[src/soc_bus_cfg.svh]
`ifndef SOC_BUS_CFG_SVH
`define SOC_BUS_CFG_SVH

// data ram window
`define RAM_BASE 32'h8000_0000
// depth in 32-bit words, 4 KB
`define RAM_WORDS 1024

// plic window, 4 MB starting here
`define PLIC_BASE 32'h0C00_0000

// priority words sit at offset 0, one word per source id
// pending bitmap
`define PLIC_PENDING_OFS 32'h0000_1000
// enable word of context 0, next context one stride up
`define PLIC_ENABLE_OFS 32'h0000_2000
`define PLIC_ENABLE_STRIDE 32'h0000_0080
// threshold and claim of context 0
`define PLIC_THRESH_OFS 32'h0020_0000
`define PLIC_CLAIM_OFS 32'h0020_0004
// threshold/claim page step per context
`define PLIC_CTX_STRIDE 32'h0000_1000

// source ids, id 0 means no interrupt
`define PLIC_SOURCES 8
// context 0 machine mode, context 1 supervisor mode
`define PLIC_CONTEXTS 2

// priority and threshold width
`define PRIO_W 3

`endif

[src/soc_bus_pkg.sv]
`include "soc_bus_cfg.svh"

package soc_bus_pkg;

    // load/store type, stores look at the low two bits only
    typedef enum logic [2:0] {
        ls_lb  = 3'b000,
        ls_lh  = 3'b001,
        ls_lw  = 3'b010,
        ls_ld  = 3'b011,
        ls_lbu = 3'b100,
        ls_lhu = 3'b101,
        ls_lwu = 3'b110
    } ls_size_e;

    // ram view of the address
    typedef struct packed {
        logic [29-$clog2(`RAM_WORDS):0] region;
        logic [$clog2(`RAM_WORDS)-1:0]  word;
        logic [1:0]                     lane;
    } ram_view_t;

    // plic view, 4 MB window split in 4 KB pages
    typedef struct packed {
        logic [9:0] region;
        logic [9:0] page;
        logic [9:0] word;
        logic [1:0] lane;
    } plic_view_t;

    typedef union packed {
        ram_view_t  ram;
        plic_view_t plic;
    } bus_addr_u;

    typedef struct packed {
        bus_addr_u   addr;
        logic [63:0] wdata;
        logic        write;
        ls_size_e    size;
    } bus_req_t;

    typedef struct packed {
        logic [63:0] rdata;
        logic        err;
    } bus_resp_t;

    // target answer, done is a single-cycle pulse
    typedef struct packed {
        logic        done;
        logic [63:0] rdata;
    } tgt_rsp_t;

endpackage

[src/bus_decoder.sv]
`include "soc_bus_cfg.svh"

module bus_decoder (
    input  logic                   CLOCK_50,
    input  logic                   KEY0,
    input  logic                   req_valid,
    output logic                   req_ready,
    input  soc_bus_pkg::bus_req_t  req,
    output logic                   resp_valid,
    input  logic                   resp_ready,
    output soc_bus_pkg::bus_resp_t resp,
    output soc_bus_pkg::bus_req_t  tgt_req,
    output logic                   ram_start,
    input  soc_bus_pkg::tgt_rsp_t  ram_rsp,
    output logic                   plic_start,
    input  soc_bus_pkg::tgt_rsp_t  plic_rsp
);
    import soc_bus_pkg::*;

    localparam int idx_w = $clog2(`RAM_WORDS);
    localparam logic [31:0] ram_base = `RAM_BASE;
    localparam logic [31:0] plic_base = `PLIC_BASE;

    // fsm states
    localparam logic [1:0] st_idle = 2'd0;
    localparam logic [1:0] st_wait = 2'd1;
    localparam logic [1:0] st_resp = 2'd2;

    logic [1:0]  state_q;
    // owner of the transfer in flight
    logic        sel_ram_q;
    logic        ram_start_q;
    logic        plic_start_q;
    bus_req_t    tgt_req_q;
    bus_resp_t   resp_q;

    logic [31:0] addr_w;
    logic        ram_hit;
    logic        plic_hit;
    logic        aligned;
    logic        accept;
    tgt_rsp_t    sel_rsp;

    assign addr_w = req.addr;
    assign ram_hit = req.addr.ram.region == ram_base[31:idx_w+2];
    // plic window is 4 MB
    assign plic_hit = addr_w[31:22] == plic_base[31:22];

    assign req_ready = state_q == st_idle;
    assign resp_valid = state_q == st_resp;
    assign accept = req_valid && req_ready;
    assign sel_rsp = sel_ram_q ? ram_rsp : plic_rsp;

    // natural alignment, width from the low two size bits
    always_comb begin
        case (req.size[1:0])
            2'b00:   aligned = 1'b1;
            2'b01:   aligned = ~req.addr.ram.lane[0];
            2'b10:   aligned = req.addr.ram.lane == 2'b00;
            default: aligned = (req.addr.ram.lane == 2'b00) && !req.addr.ram.word[0];
        endcase
    end

    always_ff @(posedge CLOCK_50 or negedge KEY0) begin
        if (!KEY0) begin
            state_q <= st_idle;
            sel_ram_q <= 1'b0;
            ram_start_q <= 1'b0;
            plic_start_q <= 1'b0;
        end else begin
            // starts are one-cycle pulses
            ram_start_q <= 1'b0;
            plic_start_q <= 1'b0;
            case (state_q)
                st_idle: begin
                    if (accept) begin
                        if (aligned && ram_hit) begin
                            ram_start_q <= 1'b1;
                            sel_ram_q <= 1'b1;
                            state_q <= st_wait;
                        end else if (aligned && plic_hit) begin
                            plic_start_q <= 1'b1;
                            sel_ram_q <= 1'b0;
                            state_q <= st_wait;
                        end else begin
                            // bad address, no target, answer next cycle
                            state_q <= st_wait;
                        end
                    end
                end
                st_wait: begin
                    // err flag was latched on accept
                    if (sel_rsp.done || resp_q.err) begin
                        state_q <= st_resp;
                    end
                end
                st_resp: begin
                    // response held until taken
                    if (resp_ready) begin
                        state_q <= st_idle;
                    end
                end
                default: state_q <= st_idle;
            endcase
        end
    end

    always_ff @(posedge CLOCK_50) begin
        if (accept) begin
            tgt_req_q <= req;
            resp_q.err <= !(aligned && (ram_hit || plic_hit));
            resp_q.rdata <= '0;
        end else if ((state_q == st_wait) && sel_rsp.done) begin
            // writes answer with zero data
            resp_q.rdata <= tgt_req_q.write ? 64'd0 : sel_rsp.rdata;
        end
    end

    assign tgt_req = tgt_req_q;
    assign resp = resp_q;
    assign ram_start = ram_start_q;
    assign plic_start = plic_start_q;

endmodule

[config.mk]
export PLATFORM = sky130hd
export DESIGN_NAME = bus_decoder
export DESIGN_NICKNAME = d
export VERILOG_FILES = /design/src/soc_bus_pkg.sv /design/src/bus_decoder.sv
export VERILOG_INCLUDE_DIRS = /design/src
export SDC_FILE = /design/constraint.sdc
export NUM_CORES = 1
export LEC_CHECK = 0
export ABC_AREA = 1
export ABC_CLOCK_PERIOD_IN_PS = 3700
export BUFFER_PORTS_ARGS = -buffer_cell sky130_fd_sc_hd__buf_2
export CAP_MARGIN = 20
export CORE_AREA = 2 2 156 158
export CTS_BUF_LIST = sky130_fd_sc_hd__clkbuf_4 sky130_fd_sc_hd__clkbuf_8
export DETAILED_ROUTE_END_ITERATION = 10
export DIE_AREA = 0 0 158 160
export GPL_ROUTABILITY_DRIVEN = 0
export GPL_TIMING_DRIVEN = 0
export PLACE_DENSITY = 0.55
export RECOVER_POWER = 100
export SLEW_MARGIN = 20
export SYNTH_ARGS = -nofsm -noshare
export SYNTH_HDL_FRONTEND = slang
export SYNTH_SLANG_ARGS = --single-unit
export TNS_END_PERCENT = 100
[constraint.sdc]
create_clock -name CLOCK_50 -period 3.7 [get_ports CLOCK_50]
set_clock_uncertainty 0.05 [all_clocks]
set_input_delay 0.555 -clock CLOCK_50 [delete_from_list [all_inputs] [get_ports CLOCK_50]]
set_output_delay 0.555 -clock CLOCK_50 [all_outputs]
set_load 0.02 [all_outputs]
==> impl_metrics.env <==
export IMPL_outcome="finished, final reports clean"
export IMPL_area_delta_synth_final_pct=36.1
export IMPL_cts_tree="built"
export IMPL_worstHoldPathType="input port to flop"
export IMPL_path_cells="nor2_1 -> clkinv_1 -> nor2_4 -> inv_1 -> clkbuf_1 -> clkbuf_1 -> o21ai_0 -> nor2_1"
export IMPL_grt_pass1_wl_um=33600
export IMPL_worstHoldPathCells=1
export IMPL_postCtsSetupRepairBufs=0
export IMPL_viasPerCell=4.40
export IMPL_rsz0062_at_grt="false"
export IMPL_leakagePower_nw=3.90
export IMPL_yosysWarnings=0
export IMPL_chipWidth_um=158
export IMPL_initial_core_util_pct=29.2
export IMPL_rrSetupSlack_ns=1.30
export IMPL_cp_required_ns=4.00
export IMPL_cts_htree_levels=4
export IMPL_cp_slowest_cell="nor2_4"
export IMPL_grt_pass1_vias=6011
export IMPL_dp_hpwl_um=18200
export IMPL_path_clk_slew_ns=0.12
export IMPL_row_count=57
export IMPL_die_h_um=160
export IMPL_port_buffers=402
export IMPL_syn_nets=910
export IMPL_slew_headroom_pct=56.4
export IMPL_vias=6342
export IMPL_crit_arrival_ns=2.70
export IMPL_power_density_nw_per_um2=714
export IMPL_hold_buffers=1
export IMPL_total_power_mw=6.77
export IMPL_postRouteAntennaNets=0
export IMPL_synth_seq_area_share_pct=63.8
export IMPL_ctsResizeCount=0
export IMPL_finalHoldViolations=0
export IMPL_core_sq_um=23800
export IMPL_crit_path_max_fanout=18
export IMPL_fmax_mhz=416
export IMPL_cts_root_buf="clkbuf_8"
export IMPL_nNetsFinal=1336
export IMPL_r2r_end="resp[17]"
export IMPL_worstSkewPairLatency_ns=0.45
export IMPL_slew_viol_final=0
export IMPL_synth_cells=676
export IMPL_yosysUniqueCellTypes=25
export IMPL_worst_path_buf_inv=4
export IMPL_crit_type="flop to flop"
export IMPL_ys_ff_latch=170
export IMPL_dieArea_sq_um=25300
export IMPL_finalNonFillerCells=1441
export IMPL_clock_sinks=170
export IMPL_synthArstFlopShare_pct=2.94
export IMPL_slowest_delay_ns=0.52
export IMPL_firstDrtPassIters=4
export IMPL_hold_slack_ns=0.204
export IMPL_grt_start_max_net_pins=27
export IMPL_post_drt_wl_per_cell_um=16.2
export IMPL_finalCritPeriodShare_pct=64.9
export IMPL_tightest_slew_ns=0.652
export IMPL_place_inst=1406
export IMPL_drt_initial_drc_count=274
export IMPL_cts_buffers=17
export IMPL_reg2reg_depth=8
export IMPL_drc=0
export IMPL_syn_avg_cell_area_sq_um=10.3
export IMPL_cap_viol_max_count=0
export IMPL_hold_start="req[32]"
export IMPL_dominantRegCellSynth="edfxtp_1"
export IMPL_synth_area_sq_um=6960
export IMPL_worst_setup_path_end_kind="flop"
export IMPL_antenna_found_initial=2
export IMPL_synth_edf_count=101
export IMPL_clockBufferDepth=2
export IMPL_finalWirelength_um=23300
export IMPL_min_to="tgt_req[32]"
export IMPL_grt_usage_pct=17.6
export IMPL_post_route_util_pct=39.8
export IMPL_r2r_start="state_q[1]"
export IMPL_grt_overflow_total=0
export IMPL_setup_violations_final=0
export IMPL_crit_path_start_kind="flop"
export IMPL_cp_top_family="buffers and inverters"
export IMPL_vdd_ir_drop_max_mv=0.222
export IMPL_drive_gt1_share_pct=26.5
export IMPL_io_pins=403
export IMPL_layout_min_cycle_time_ns=2.40
==> synthesized netlist by cell type (all sizes together), types with 3 or more instances <==
master / number / area share, %
a21oi: 128 / 9.2
and2: 3 / 0.27
buf: 39 / 4.4
clkbuf: 9 / 0.50
dfrtp: 5 / 1.8
dfxtp: 64 / 18
edfxtp: 101 / 44
inv: 21 / 1.1
nand2: 152 / 8.2
nand3: 6 / 0.43
nor2: 82 / 5.1
o21ai: 64 / 6.8
==> how the worst max path moves through the flow <==
| stage | to | depth (start not counted) | from | slack [ns] |
|---|---|---|---|---|
| detailed placement | tgt_req[21] | 6 | req_valid | 1.39 |
| finish | resp[17] | 8 | state_q[1] | 1.30 |
| CTS | tgt_req[40] | 6 | state_q[1] | 1.50 |
| global placement | resp[17] | 8 | req_valid | -0.05 |
| global route | resp[17] | 8 | state_q[1] | 0.96 |
| floorplan | resp[44] | 8 | state_q[0] | 0.83 |
==> cells by family (layout without fill, tap and decap cells) <==
family,after synthesis,in the layout,share of synthesized area (%)
compound gates,193,193,16.1
buf+inv,69,508,6.06
flops,170,170,63.8
other cells,0,2,0
simple gates,244,244,14.1
==> through the flow <==
stage	setup TNS, ns	setup WS [ns]	instance area, sq um
global route	0	0.961	9480
global placement	-0.143	-0.0547	9380
detailed placement	0	1.39	9480
finish	0	1.30	9480
floorplan	0	0.835	6960
CTS	0	1.50	9920
==> where the power goes <==
group	internal, mW	switching (mW)
registers	2.65	0.245
clock network	0.538	0.842
logic	0.733	1.77
==> registers in the layout, summed over array words and instances (netlist names) <==
name,cells
tgt_req,100
resp,65
state_q,2
plic_start,1
ram_start,1
sel_ram_q,1
==> placed cells by master, fill, tap and decap left out, types with 3 or more instances in the layout <==
master | netlist | routed
buf_2 | 15 | 223
clkbuf_1 | 8 | 209
nand2_1 | 151 | 151
a21oi_1 | 128 | 128
edfxtp_1 | 101 | 101
nor2_1 | 69 | 70
dfxtp_1 | 64 | 64
o21ai_0 | 4 | 58
inv_1 | 17 | 18
clkbuf_8 | 0 | 17
buf_4 | 12 | 11
nor2_2 | 10 | 10
nand3_1 | 6 | 6
buf_6 | 7 | 5
inv_6 | 0 | 5
clkinv_8 | 0 | 5
dfrtp_1 | 5 | 5
o21ai_2 | 40 | 4
and2_1 | 3 | 3
inv_12 | 0 | 3
buf_16 | 0 | 3
==> per-layer routing <==
| metal | vias to the layer above | track usage, % | routed length [um] | part of all wire, % |
|---|---|---|---|---|
| li1 | 3147 | - | - | - |
| met1 | 2924 | 20.5 | 9640 | 41 |
| met2 | 238 | 30.8 | 11600 | 49 |
| met3 | 31 | 4.45 | 1640 | 7.0 |
| met4 | 2 | 7.04 | 498 | 2.1 |
| met5 | - | 0 | 13 | 0.056 |
==> worst register-to-register path, cell delays in order (launching register included) <==
cell      delay, ns
dfrtp_1        0.43
nor2_1         0.18
clkinv_1       0.13
nor2_4         0.52
inv_1          0.14
clkbuf_1       0.29
clkbuf_1       0.31
o21ai_0        0.18
nor2_1         0.06
==> layout make-up <==
class	instances	area, sq um
diodes	2	5.00
plain buffers	48	278
clock buffers	17	234
clock inverters	15	196
fillers	2604	14300
inverters	21	78.8
multi-input cells	437	1960
flip-flops and latches	170	4440
well taps	324	405
repair buffers	407	1880
Power figures use the tool's default switching activity.
