===== config.mk =====
export PLATFORM = sky130hd
export DESIGN_NAME = plic
export DESIGN_NICKNAME = d
export VERILOG_FILES = /design/src/soc_bus_pkg.sv /design/src/plic.sv
export VERILOG_INCLUDE_DIRS = /design/src
export SDC_FILE = /design/constraint.sdc
export NUM_CORES = 1
export LEC_CHECK = 0
export ABC_AREA = 1
export BUFFER_PORTS_ARGS = -buffer_cell sky130_fd_sc_hd__buf_4
export CAP_MARGIN = 20
export CORE_ASPECT_RATIO = 0.9
export CORE_UTILIZATION = 52
export CTS_CLUSTER_SIZE = 40
export DETAILED_ROUTE_END_ITERATION = 10
export PLACE_DENSITY_LB_ADDON = 0.1
export SLEW_MARGIN = 20
export SYNTH_ARGS = -nofsm -noshare
export SYNTH_HDL_FRONTEND = slang
export SYNTH_SLANG_ARGS = --single-unit
export TNS_END_PERCENT = 10

===== constraint.sdc =====
create_clock -name CLOCK_50 -period 3.1 [get_ports CLOCK_50]
set_clock_uncertainty 0.2 [all_clocks]
set_input_delay 0.465 -clock CLOCK_50 [delete_from_list [all_inputs] [get_ports CLOCK_50]]
set_output_delay 0.465 -clock CLOCK_50 [all_outputs]
set_load 0.1 [all_outputs]

===== src/soc_bus_cfg.svh =====
`ifndef SOC_BUS_CFG_SVH
`define SOC_BUS_CFG_SVH

// data ram window
`define RAM_BASE 32'h8000_0000
// depth in 32-bit words, 4 KB
`define RAM_WORDS 1024

// plic window, 4 MB starting here
`define PLIC_BASE 32'h0C00_0000

// priority words sit at offset 0, one word per source id
// pending bitmap
`define PLIC_PENDING_OFS 32'h0000_1000
// enable word of context 0, next context one stride up
`define PLIC_ENABLE_OFS 32'h0000_2000
`define PLIC_ENABLE_STRIDE 32'h0000_0080
// threshold and claim of context 0
`define PLIC_THRESH_OFS 32'h0020_0000
`define PLIC_CLAIM_OFS 32'h0020_0004
// threshold/claim page step per context
`define PLIC_CTX_STRIDE 32'h0000_1000

// source ids, id 0 means no interrupt
`define PLIC_SOURCES 8
// context 0 machine mode, context 1 supervisor mode
`define PLIC_CONTEXTS 2

// priority and threshold width
`define PRIO_W 3

`endif


===== src/soc_bus_pkg.sv =====
`include "soc_bus_cfg.svh"

package soc_bus_pkg;

    // load/store type, stores look at the low two bits only
    typedef enum logic [2:0] {
        ls_lb  = 3'b000,
        ls_lh  = 3'b001,
        ls_lw  = 3'b010,
        ls_ld  = 3'b011,
        ls_lbu = 3'b100,
        ls_lhu = 3'b101,
        ls_lwu = 3'b110
    } ls_size_e;

    // ram view of the address
    typedef struct packed {
        logic [29-$clog2(`RAM_WORDS):0] region;
        logic [$clog2(`RAM_WORDS)-1:0]  word;
        logic [1:0]                     lane;
    } ram_view_t;

    // plic view, 4 MB window split in 4 KB pages
    typedef struct packed {
        logic [9:0] region;
        logic [9:0] page;
        logic [9:0] word;
        logic [1:0] lane;
    } plic_view_t;

    typedef union packed {
        ram_view_t  ram;
        plic_view_t plic;
    } bus_addr_u;

    typedef struct packed {
        bus_addr_u   addr;
        logic [63:0] wdata;
        logic        write;
        ls_size_e    size;
    } bus_req_t;

    typedef struct packed {
        logic [63:0] rdata;
        logic        err;
    } bus_resp_t;

    // target answer, done is a single-cycle pulse
    typedef struct packed {
        logic        done;
        logic [63:0] rdata;
    } tgt_rsp_t;

endpackage


===== src/plic.sv =====
`include "soc_bus_cfg.svh"

module plic (
    input  logic                      CLOCK_50,
    input  logic                      KEY0,
    input  logic                      start,
    input  soc_bus_pkg::bus_req_t     req,
    output soc_bus_pkg::tgt_rsp_t     rsp,
    input  logic [`PLIC_SOURCES-1:0]  irq_src,
    output logic [`PLIC_CONTEXTS-1:0] ext_irq
);
    localparam int nsrc = `PLIC_SOURCES;
    localparam int nctx = `PLIC_CONTEXTS;
    localparam int id_w = $clog2(`PLIC_SOURCES);
    localparam logic [31:0] pend_ofs = `PLIC_PENDING_OFS;
    localparam logic [31:0] en_ofs = `PLIC_ENABLE_OFS;
    localparam logic [31:0] en_stride = `PLIC_ENABLE_STRIDE;
    localparam logic [31:0] th_ofs = `PLIC_THRESH_OFS;
    localparam logic [31:0] cl_ofs = `PLIC_CLAIM_OFS;
    localparam logic [31:0] ctx_stride = `PLIC_CTX_STRIDE;

    // entry 0 stays zero
    logic [`PRIO_W-1:0] prio [nsrc];
    logic [nsrc-1:0]    pending;
    logic [nsrc-1:0]    enable [nctx];
    logic [`PRIO_W-1:0] thresh [nctx];
    logic [id_w-1:0]    cand [nctx];

    logic [nsrc-1:0]    src_q1;
    logic [nsrc-1:0]    src_q2;
    logic [nsrc-1:0]    rise;
    logic [nsrc-1:0]    clr;
    logic               done_q;
    logic [63:0]        rdata_q;
    logic [31:0]        rd_val;

    logic [9:0]         page;
    logic [9:0]         word;
    logic [id_w-1:0]    prio_id;
    logic               sel_prio;
    logic               sel_pend;
    logic [nctx-1:0]    sel_en;
    logic [nctx-1:0]    sel_th;
    logic [nctx-1:0]    sel_cl;

    // register at a byte offset inside the window
    function automatic logic at_ofs(input logic [9:0] pg, input logic [9:0] wd,
                                    input logic [31:0] ofs);
        return (pg == ofs[21:12]) && (wd == ofs[11:2]);
    endfunction

    assign page = req.addr.plic.page;
    assign word = req.addr.plic.word;
    assign prio_id = word[id_w-1:0];
    // id 0 never gets an edge
    assign rise = {src_q1[nsrc-1:1] & ~src_q2[nsrc-1:1], 1'b0};

    // register select
    always_comb begin
        sel_prio = (page == 10'd0) && (word < 10'(nsrc)) && (word != 10'd0);
        sel_pend = at_ofs(page, word, pend_ofs);
        for (int c = 0; c < nctx; c++) begin
            sel_en[c] = at_ofs(page, word, en_ofs + c * en_stride);
            sel_th[c] = at_ofs(page, word, th_ofs + c * ctx_stride);
            sel_cl[c] = at_ofs(page, word, cl_ofs + c * ctx_stride);
        end
    end

    // highest eligible id per context, not highest priority
    always_comb begin
        for (int c = 0; c < nctx; c++) begin
            cand[c] = '0;
            for (int s = 1; s < nsrc; s++) begin
                if (pending[s] && enable[c][s] && (prio[s] > thresh[c])) begin
                    cand[c] = id_w'(s);
                end
            end
            ext_irq[c] = cand[c] != '0;
        end
    end

    // read mux, unused offsets give zero
    always_comb begin
        rd_val = '0;
        clr = '0;
        if (sel_prio) begin
            rd_val[`PRIO_W-1:0] = prio[prio_id];
        end
        if (sel_pend) begin
            rd_val[nsrc-1:0] = pending;
        end
        for (int c = 0; c < nctx; c++) begin
            if (sel_en[c]) begin
                rd_val[nsrc-1:0] = enable[c];
            end
            if (sel_th[c]) begin
                rd_val[`PRIO_W-1:0] = thresh[c];
            end
            if (sel_cl[c]) begin
                rd_val[id_w-1:0] = cand[c];
                // claim read drops the returned id
                if (start && !req.write) begin
                    clr[cand[c]] = 1'b1;
                end
            end
        end
    end

    always_ff @(posedge CLOCK_50 or negedge KEY0) begin
        if (!KEY0) begin
            src_q1 <= '0;
            src_q2 <= '0;
            pending <= '0;
            done_q <= 1'b0;
            for (int s = 0; s < nsrc; s++) begin
                prio[s] <= '0;
            end
            for (int c = 0; c < nctx; c++) begin
                enable[c] <= '0;
                thresh[c] <= '0;
            end
        end else begin
            // edge detect on the sampled source lines
            src_q1 <= irq_src;
            src_q2 <= src_q1;
            done_q <= start;
            // a fresh edge beats a claim of the same id
            pending <= (pending & ~clr) | rise;
            // pending and claim ignore writes
            if (start && req.write) begin
                if (sel_prio) begin
                    prio[prio_id] <= req.wdata[`PRIO_W-1:0];
                end
                for (int c = 0; c < nctx; c++) begin
                    if (sel_en[c]) begin
                        enable[c] <= req.wdata[nsrc-1:0];
                    end
                    if (sel_th[c]) begin
                        thresh[c] <= req.wdata[`PRIO_W-1:0];
                    end
                end
            end
        end
    end

    always_ff @(posedge CLOCK_50) begin
        if (start) begin
            rdata_q <= {32'd0, rd_val};
        end
    end

    assign rsp = '{done: done_q, rdata: rdata_q};

endmodule


==> flow_metrics.env, run 1 <==
export IMPL_place_area_um2=5580
export IMPL_slowest_stage="dfrtp_1"
export IMPL_fp_dieW_um=109
export IMPL_initial_core_util=0.543
export IMPL_cts_path_max_buffers=2
export IMPL_yosysMostFrequentCell="nand2_1"
export IMPL_finalWorstSetupSlack_ps=138
export IMPL_yosys_area_top_type="dfrtp_1"
export IMPL_grt_use_total=0.263
export IMPL_path_class="flop to primary output"
export IMPL_ys_flop_type="dfrtp_1"
export IMPL_core_um2=9830
export IMPL_drtIter0Drc=263
export IMPL_portBuffers=49
export IMPL_pin_count=178
export IMPL_tritoncts="built"
export IMPL_cp_end_kind="primary output"
export IMPL_syn_area_um2=5340
export IMPL_synth_top_cell_area_share=0.324
export IMPL_firstDrtPassIters=4
export IMPL_worstPathMaxFanout=6
export IMPL_leakage_nw=3.25
export IMPL_status="complete, no violations"
export IMPL_peakVddDrop_mv=0.247
export IMPL_rsz0062_at_grt="yes"
export IMPL_h_tree_depth=3
export IMPL_drive_above_1_share=0.137
export IMPL_cts_root_buf="clkbuf_16"
export IMPL_multi_input_area_um2=2760
export IMPL_grt_overflow_total=0
export IMPL_critPathBufInv=3
export IMPL_ys_async_sr_fraction=0.896
export IMPL_grt_pass1_vias=4259
export IMPL_nets=915
export IMPL_max_stage_delay_ps=390
export IMPL_n_fill_cell=902
export IMPL_die_y_um=98.1
export IMPL_drt_total_wl_mm=12.8
export IMPL_dp_hpwl_mm=9.68
export IMPL_rows=34
export IMPL_cp_required_ps=2430
export IMPL_clkTransAtPathRegs_ps=70
export IMPL_synth_distinct_cells=33
export IMPL_drv_cap=0
export IMPL_avgSynthCellArea_um2=7.49
export IMPL_ys_warn_count=0
export IMPL_synth_common_cells="nand2_1 (190), inv_1 (76), o21ai_0 (71)"
export IMPL_arrival_ps=2300
export IMPL_ys_top_cells_by_area="dfrtp_1 (32%), nand2_1 (13%), ha_1 (9.8%)"
export IMPL_intPower_mw=1.64
export IMPL_hold_path_class="input pin to flop"
export IMPL_cts_sinks=77
export IMPL_hold_viol_final=0
export IMPL_synth_cells=712
export IMPL_fin_cells=893
export IMPL_synth_seq_area_share=0.369
export IMPL_dp_cells=875
export IMPL_cp_common_cell="nand2_1"
export IMPL_grt_pass1_wl_mm=21.2
export IMPL_critPathTopFamily="simple AND/OR/NAND/NOR gates"
export IMPL_pwr_share_clk=0.411
export IMPL_drc=0
export IMPL_dieArea_um2=10700
export IMPL_seqCellArea_um2=1970
export IMPL_grt_start_max_net_pins=70
export IMPL_path_cells="inv_4 > buf_4 > ha_1 > a21oi_1 > nand2_1 > nand2_1 > nand2_1 > nand2_1 > nand2_1 > nand2_1 > nand2_1 > nand3_1 > buf_8"
export IMPL_critPathLaunchType="flop"
export IMPL_sequentialPowerShare=0.412
export IMPL_timing_fmax_mhz=338
export IMPL_post_route_period_util=0.955
export IMPL_wl_per_cell_um=14.4
export IMPL_diodes=0
export IMPL_antenna_found_initial=0
export IMPL_clock_latency_ps=340
export IMPL_power_switching_mw=0.872
export IMPL_drv_slew=0
export IMPL_synth_seq_cells=77
export IMPL_vias_per_cell=5.12
export IMPL_synth_edf_count=8
export IMPL_pwr_share_comb=0.178
export IMPL_min_period_ps=2960
export IMPL_slew_headroom=0.420
export IMPL_stdcell_area_um2=5930
export IMPL_vias=4576
export IMPL_place_congestion=0.888
export IMPL_power_density_nw_per_um2=424
export IMPL_postCtsHoldBufs=0
export IMPL_final_setup_viol_count=0
export IMPL_antenna_left=0
export IMPL_swShare=0.347
export IMPL_area_growth_pct=11.0
export IMPL_post_route_util=0.603
export IMPL_cts_made_buffers=9
export IMPL_tightest_slew_ps=870
export IMPL_pre_cts_slack_ps=270
-- power groups by stage --
| stage | registers [mW] | clock network (mW) | logic [mW] |
|---|---|---|---|
| 2_1_floorplan | 1.08 | 0 | 0.406 |
| 3_3_place_gp | 1.05 | 0 | 0.445 |
| 3_5_place_dp | 1.06 | 0 | 0.447 |
| 4_1_cts | 1.04 | 1.05 | 0.447 |
| 5_1_grt | 1.04 | 1.10 | 0.471 |
| 6_report | 1.04 | 1.03 | 0.446 |
-- routing by layer --
metal / share of wire / global-route usage / up-vias
li1: - / - / 2279
met1: 0.48 / 0.381 / 2104
met2: 0.45 / 0.396 / 174
met3: 0.052 / 0.0340 / 19
met4: 0.021 / 0.103 / 0
met5: 0 / 0 / -
-- flip-flops by register name (all words and copies together), names as in the netlist --
register,flops
enable,16
rdata_q,8
done_q,1
src_q2,7
pending,8
thresh,6
src_q1,7
prio,24
-- cell type report --
type / instances / area share
well taps: 126 / 0.0266
repair buffers: 55 / 0.0731
clock buffers: 9 / 0.0380
inverters: 82 / 0.0534
clock inverters: 7 / 0.0108
multi-input cells: 537 / 0.466
flip-flops and latches: 77 / 0.332
-- cells in the final DEF (no fill, tap or decap), types with 16 or more instances in the layout --
master / instances
nand2_1: 189
dfrtp_1: 67
inv_1: 70
buf_4: 53
nor2_1: 63
nand3_1: 51
o21ai_0: 71
conb_1: 56
a21oi_1: 16
ha_1: 42
-- path summary, 6_finish.rpt --
path | to | depth (start not counted) | start | slack [ps]
setup / recovery | ext_irq[1] | 13 | thresh[2] | 140
hold / removal | src_q1[3] | 1 | irq_src[3] | 30
hold reg to reg | src_q2[2] | 0 | src_q1[2] | 170
max in group asynchronous | thresh[3] | 1 | KEY0 | 2050
setup reg to reg | pending[5] | 17 | thresh[2] | 640
min in group asynchronous | prio[0] | 1 | KEY0 | 50
-- per-stage QoR --
step	power [mW]	setup TNS, ps	hold slack, ps
after floorplan	1.48	0	-30.6
after global placement	1.50	0	160
after detailed placement	1.50	0	159
after CTS	2.54	0	18.6
after global routing	2.61	-18.9	13.0
final	2.51	0	25.5
-- cells by family (layout without fill, tap and decap cells) --
group           count (synthesis)  count (layout)  synth area share
buf+inv                       153             153             0.155
compound gates                 93              93            0.0879
fa+ha+maj                      42              42            0.0985
other cells                     1              56          0.000703
simple gates                  346             346             0.290
flops                          77              77             0.369
-- worst register-to-register path, stage by stage (launching register included) --
cell and delay, ps:
dfrtp_1 390, inv_4 80, buf_4 160, ha_1 310, a21oi_1 140, nand2_1 60
nand2_1 90, nand2_1 80, nand2_1 60, nand2_1 50, nand2_1 80, nand2_1 120
nand2_1 160, nand3_1 130, nand2_1 80, nand2_1 70, nand2_1 80, nand2_1 40
-- timing repair --
action                                  4_1_cts  5_1_grt
cloned                                        0        0
endpoints found under the setup margin        2        2
resized for setup                             4       16
buffers inserted                              0        2
Power figures use the tool's default switching activity.
==> run 2: changes to the inputs <==
CAP_MARGIN = 40   (was 20)
CORE_UTILIZATION = 45   (was 52)
CTS_CLUSTER_DIAMETER = 200   (was default)
==> run 2 against run 1 <==
Register-to-register slack worse by 110 ps. Largest cell class unchanged. Hold slack got worse by 5.7 ps. Design area is 1.4% higher. Critical endpoint unchanged.
==> flow_metrics.env, run 2 (synthesized netlist as in run 1, its figures left out) <==
export IMPL_drtIter0Drc=240
export IMPL_area_growth_pct=12.6
export IMPL_min_period_ps=2950
export IMPL_slowest_stage="dfrtp_1"
export IMPL_rows=37
export IMPL_worstPathMaxFanout=6
export IMPL_max_stage_delay_ps=380
export IMPL_sequentialPowerShare=0.413
export IMPL_pwr_share_clk=0.406
export IMPL_wl_per_cell_um=14.5
export IMPL_grt_use_total=0.235
export IMPL_diodes=0
export IMPL_slew_headroom=0.649
export IMPL_path_class="flop to primary output"
export IMPL_leakage_nw=3.28
export IMPL_cp_required_ps=2430
export IMPL_final_setup_viol_count=0
export IMPL_antenna_left=0
export IMPL_pwr_share_comb=0.181
export IMPL_grt_pass1_vias=4205
export IMPL_nets=917
export IMPL_tritoncts="built"
export IMPL_critPathLaunchType="flop"
export IMPL_grt_start_max_net_pins=37
export IMPL_vias_per_cell=4.92
export IMPL_grt_use_met1=0.335
export IMPL_top_usage_layer="met2"
export IMPL_antenna_found_initial=0
export IMPL_largest_reg_flops=24
export IMPL_cts_sinks=77
export IMPL_place_congestion=0.878
export IMPL_core_um2=11500
export IMPL_drive_above_1_share=0.140
export IMPL_peakVddDrop_mv=0.391
export IMPL_die_y_um=105
export IMPL_drc=0
export IMPL_hold_viol_final=0
export IMPL_tightest_slew_ps=525
export IMPL_mostFrequentLayoutCells="nand2_1 (188), inv_1 (70), o21ai_0 (70), dfrtp_1 (67), nor2_1 (64)"
export IMPL_timing_fmax_mhz=338
export IMPL_hold_path_class="input pin to flop"
export IMPL_cp_end_kind="primary output"
export IMPL_final_common_cell="nand2_1"
export IMPL_cts_path_max_buffers=2
export IMPL_intPower_mw=1.65
export IMPL_grt_overflow_total=0
export IMPL_regMostFlops="prio"
export IMPL_post_route_period_util=0.953
export IMPL_dp_cells=908
export IMPL_power_switching_mw=0.853
export IMPL_drv_cap=0
export IMPL_dp_hpwl_mm=10.2
export IMPL_cts_setup_buffers=0
export IMPL_firstDrtPassIters=5
export IMPL_initial_core_util=0.465
export IMPL_vias=4555
export IMPL_clkTransAtPathRegs_ps=60
export IMPL_rsz0062_at_grt="no"
export IMPL_cts_root_buf="clkbuf_16"
export IMPL_clock_latency_ps=350
export IMPL_setup_tns_ps=0
export IMPL_swShare=0.340
export IMPL_pin_count=178
export IMPL_reg_top3="prio (24), enable (16)"
export IMPL_power_density_nw_per_um2=417
export IMPL_dieArea_um2=12300
export IMPL_arrival_ps=2290
export IMPL_h_tree_depth=3
export IMPL_fin_cells=925
export IMPL_grt_util_met3=0.0328
export IMPL_n_fill_cell=1092
export IMPL_cts_made_buffers=9
export IMPL_drt_total_wl_mm=13.4
export IMPL_grt_pass1_wl_mm=21.4
export IMPL_use_met2=0.353
export IMPL_portBuffers=49
export IMPL_drv_slew=0
export IMPL_path_cells="inv_2 > ha_1 > a21oi_1 > o21ai_1 > nand3b_1 > nand2_1 > nor2_1 > inv_1 > nor2_4 > nand3_2 > buf_12"
export IMPL_status="complete, no violations"
export IMPL_fp_dieW_um=117
## run 2: changes by cell type in the layout (fill, tap and decap cells not counted), moves of 2 or more
cell | previous run | this run
buf_12 | 1 | 3
inv_8 | 2 | 0
nor2_2 | 4 | 2
nand3_1 | 51 | 49
nand3_2 | 0 | 2
## run 2: what timing repair did
item | 4_1_cts | 5_1_grt
cloned | 0 | 0
hold buffers | 1 | 0
gates resized for setup | 5 | 20
endpoints found under the hold margin | 33 | 0
pin swaps | 0 | 1
endpoints found under the setup margin | 2 | 2
## run 2: cell type report
type,instances,area [um2],area share
Clock inverter,6,46.3,0.00770
Tap cell,156,195,0.0325
Timing Repair Buffer,57,468,0.0779
Sequential cell,77,1970,0.328
Multi-Input combinational cell,537,2780,0.462
Inverter,82,314,0.0522
Clock buffer,10,239,0.0398
## run 2: path summary, 6_finish.rpt
| path | start | to | slack, ps | cells after the start |
|---|---|---|---|---|
| setup / recovery | thresh[2] | ext_irq[1] | 150 | 11 |
| setup reg to reg | thresh[5] | rdata_q[2] | 530 | 15 |
| hold reg to reg | prio[21] | prio[21] | 170 | 0 |
| hold / removal | irq_src[7] | src_q1[7] | 20 | 1 |
| min in group asynchronous | KEY0 | done_q | 420 | 2 |
| max in group asynchronous | KEY0 | thresh[3] | 1690 | 3 |
## run 2: through the flow
stage	worst slack, ps	hold slack (ps)	utilization	cell area [um2]	power (mW)
final	146	19.8	0.524	6010	2.51
after CTS	9.82	9.24	0.518	5950	2.53
after detailed placement	281	163	0.492	5650	1.51
after global routing	11.9	6.93	0.524	6010	2.59
after floorplan	110	-30.6	-	5540	1.48
after global placement	302	160	0.491	5630	1.50
## run 2: power groups by stage
stage | combinational (mW) | clock [mW] | sequential (mW)
3_3_place_gp | 0.447 | 0 | 1.05
5_1_grt | 0.478 | 1.08 | 1.04
4_1_cts | 0.455 | 1.04 | 1.04
6_report | 0.454 | 1.02 | 1.04
3_5_place_dp | 0.453 | 0 | 1.06
2_1_floorplan | 0.406 | 0 | 1.08
## run 2: critical path, delay by kind of cell (launching register included)
kind / cells / cell delay [ps]
adder cells (fa/ha/maj): 1 / 280
AO/OA/AOI/OAI: 2 / 270
flip-flops: 1 / 380
AND/OR/NAND/NOR: 5 / 600
buffers and inverters: 3 / 410
## run 2: per-layer routing
layer / vias up / part of all wire
li1: 2285 / -
met1: 2086 / 0.48
met2: 159 / 0.44
met3: 25 / 0.046
met4: 0 / 0.026
met5: - / 0
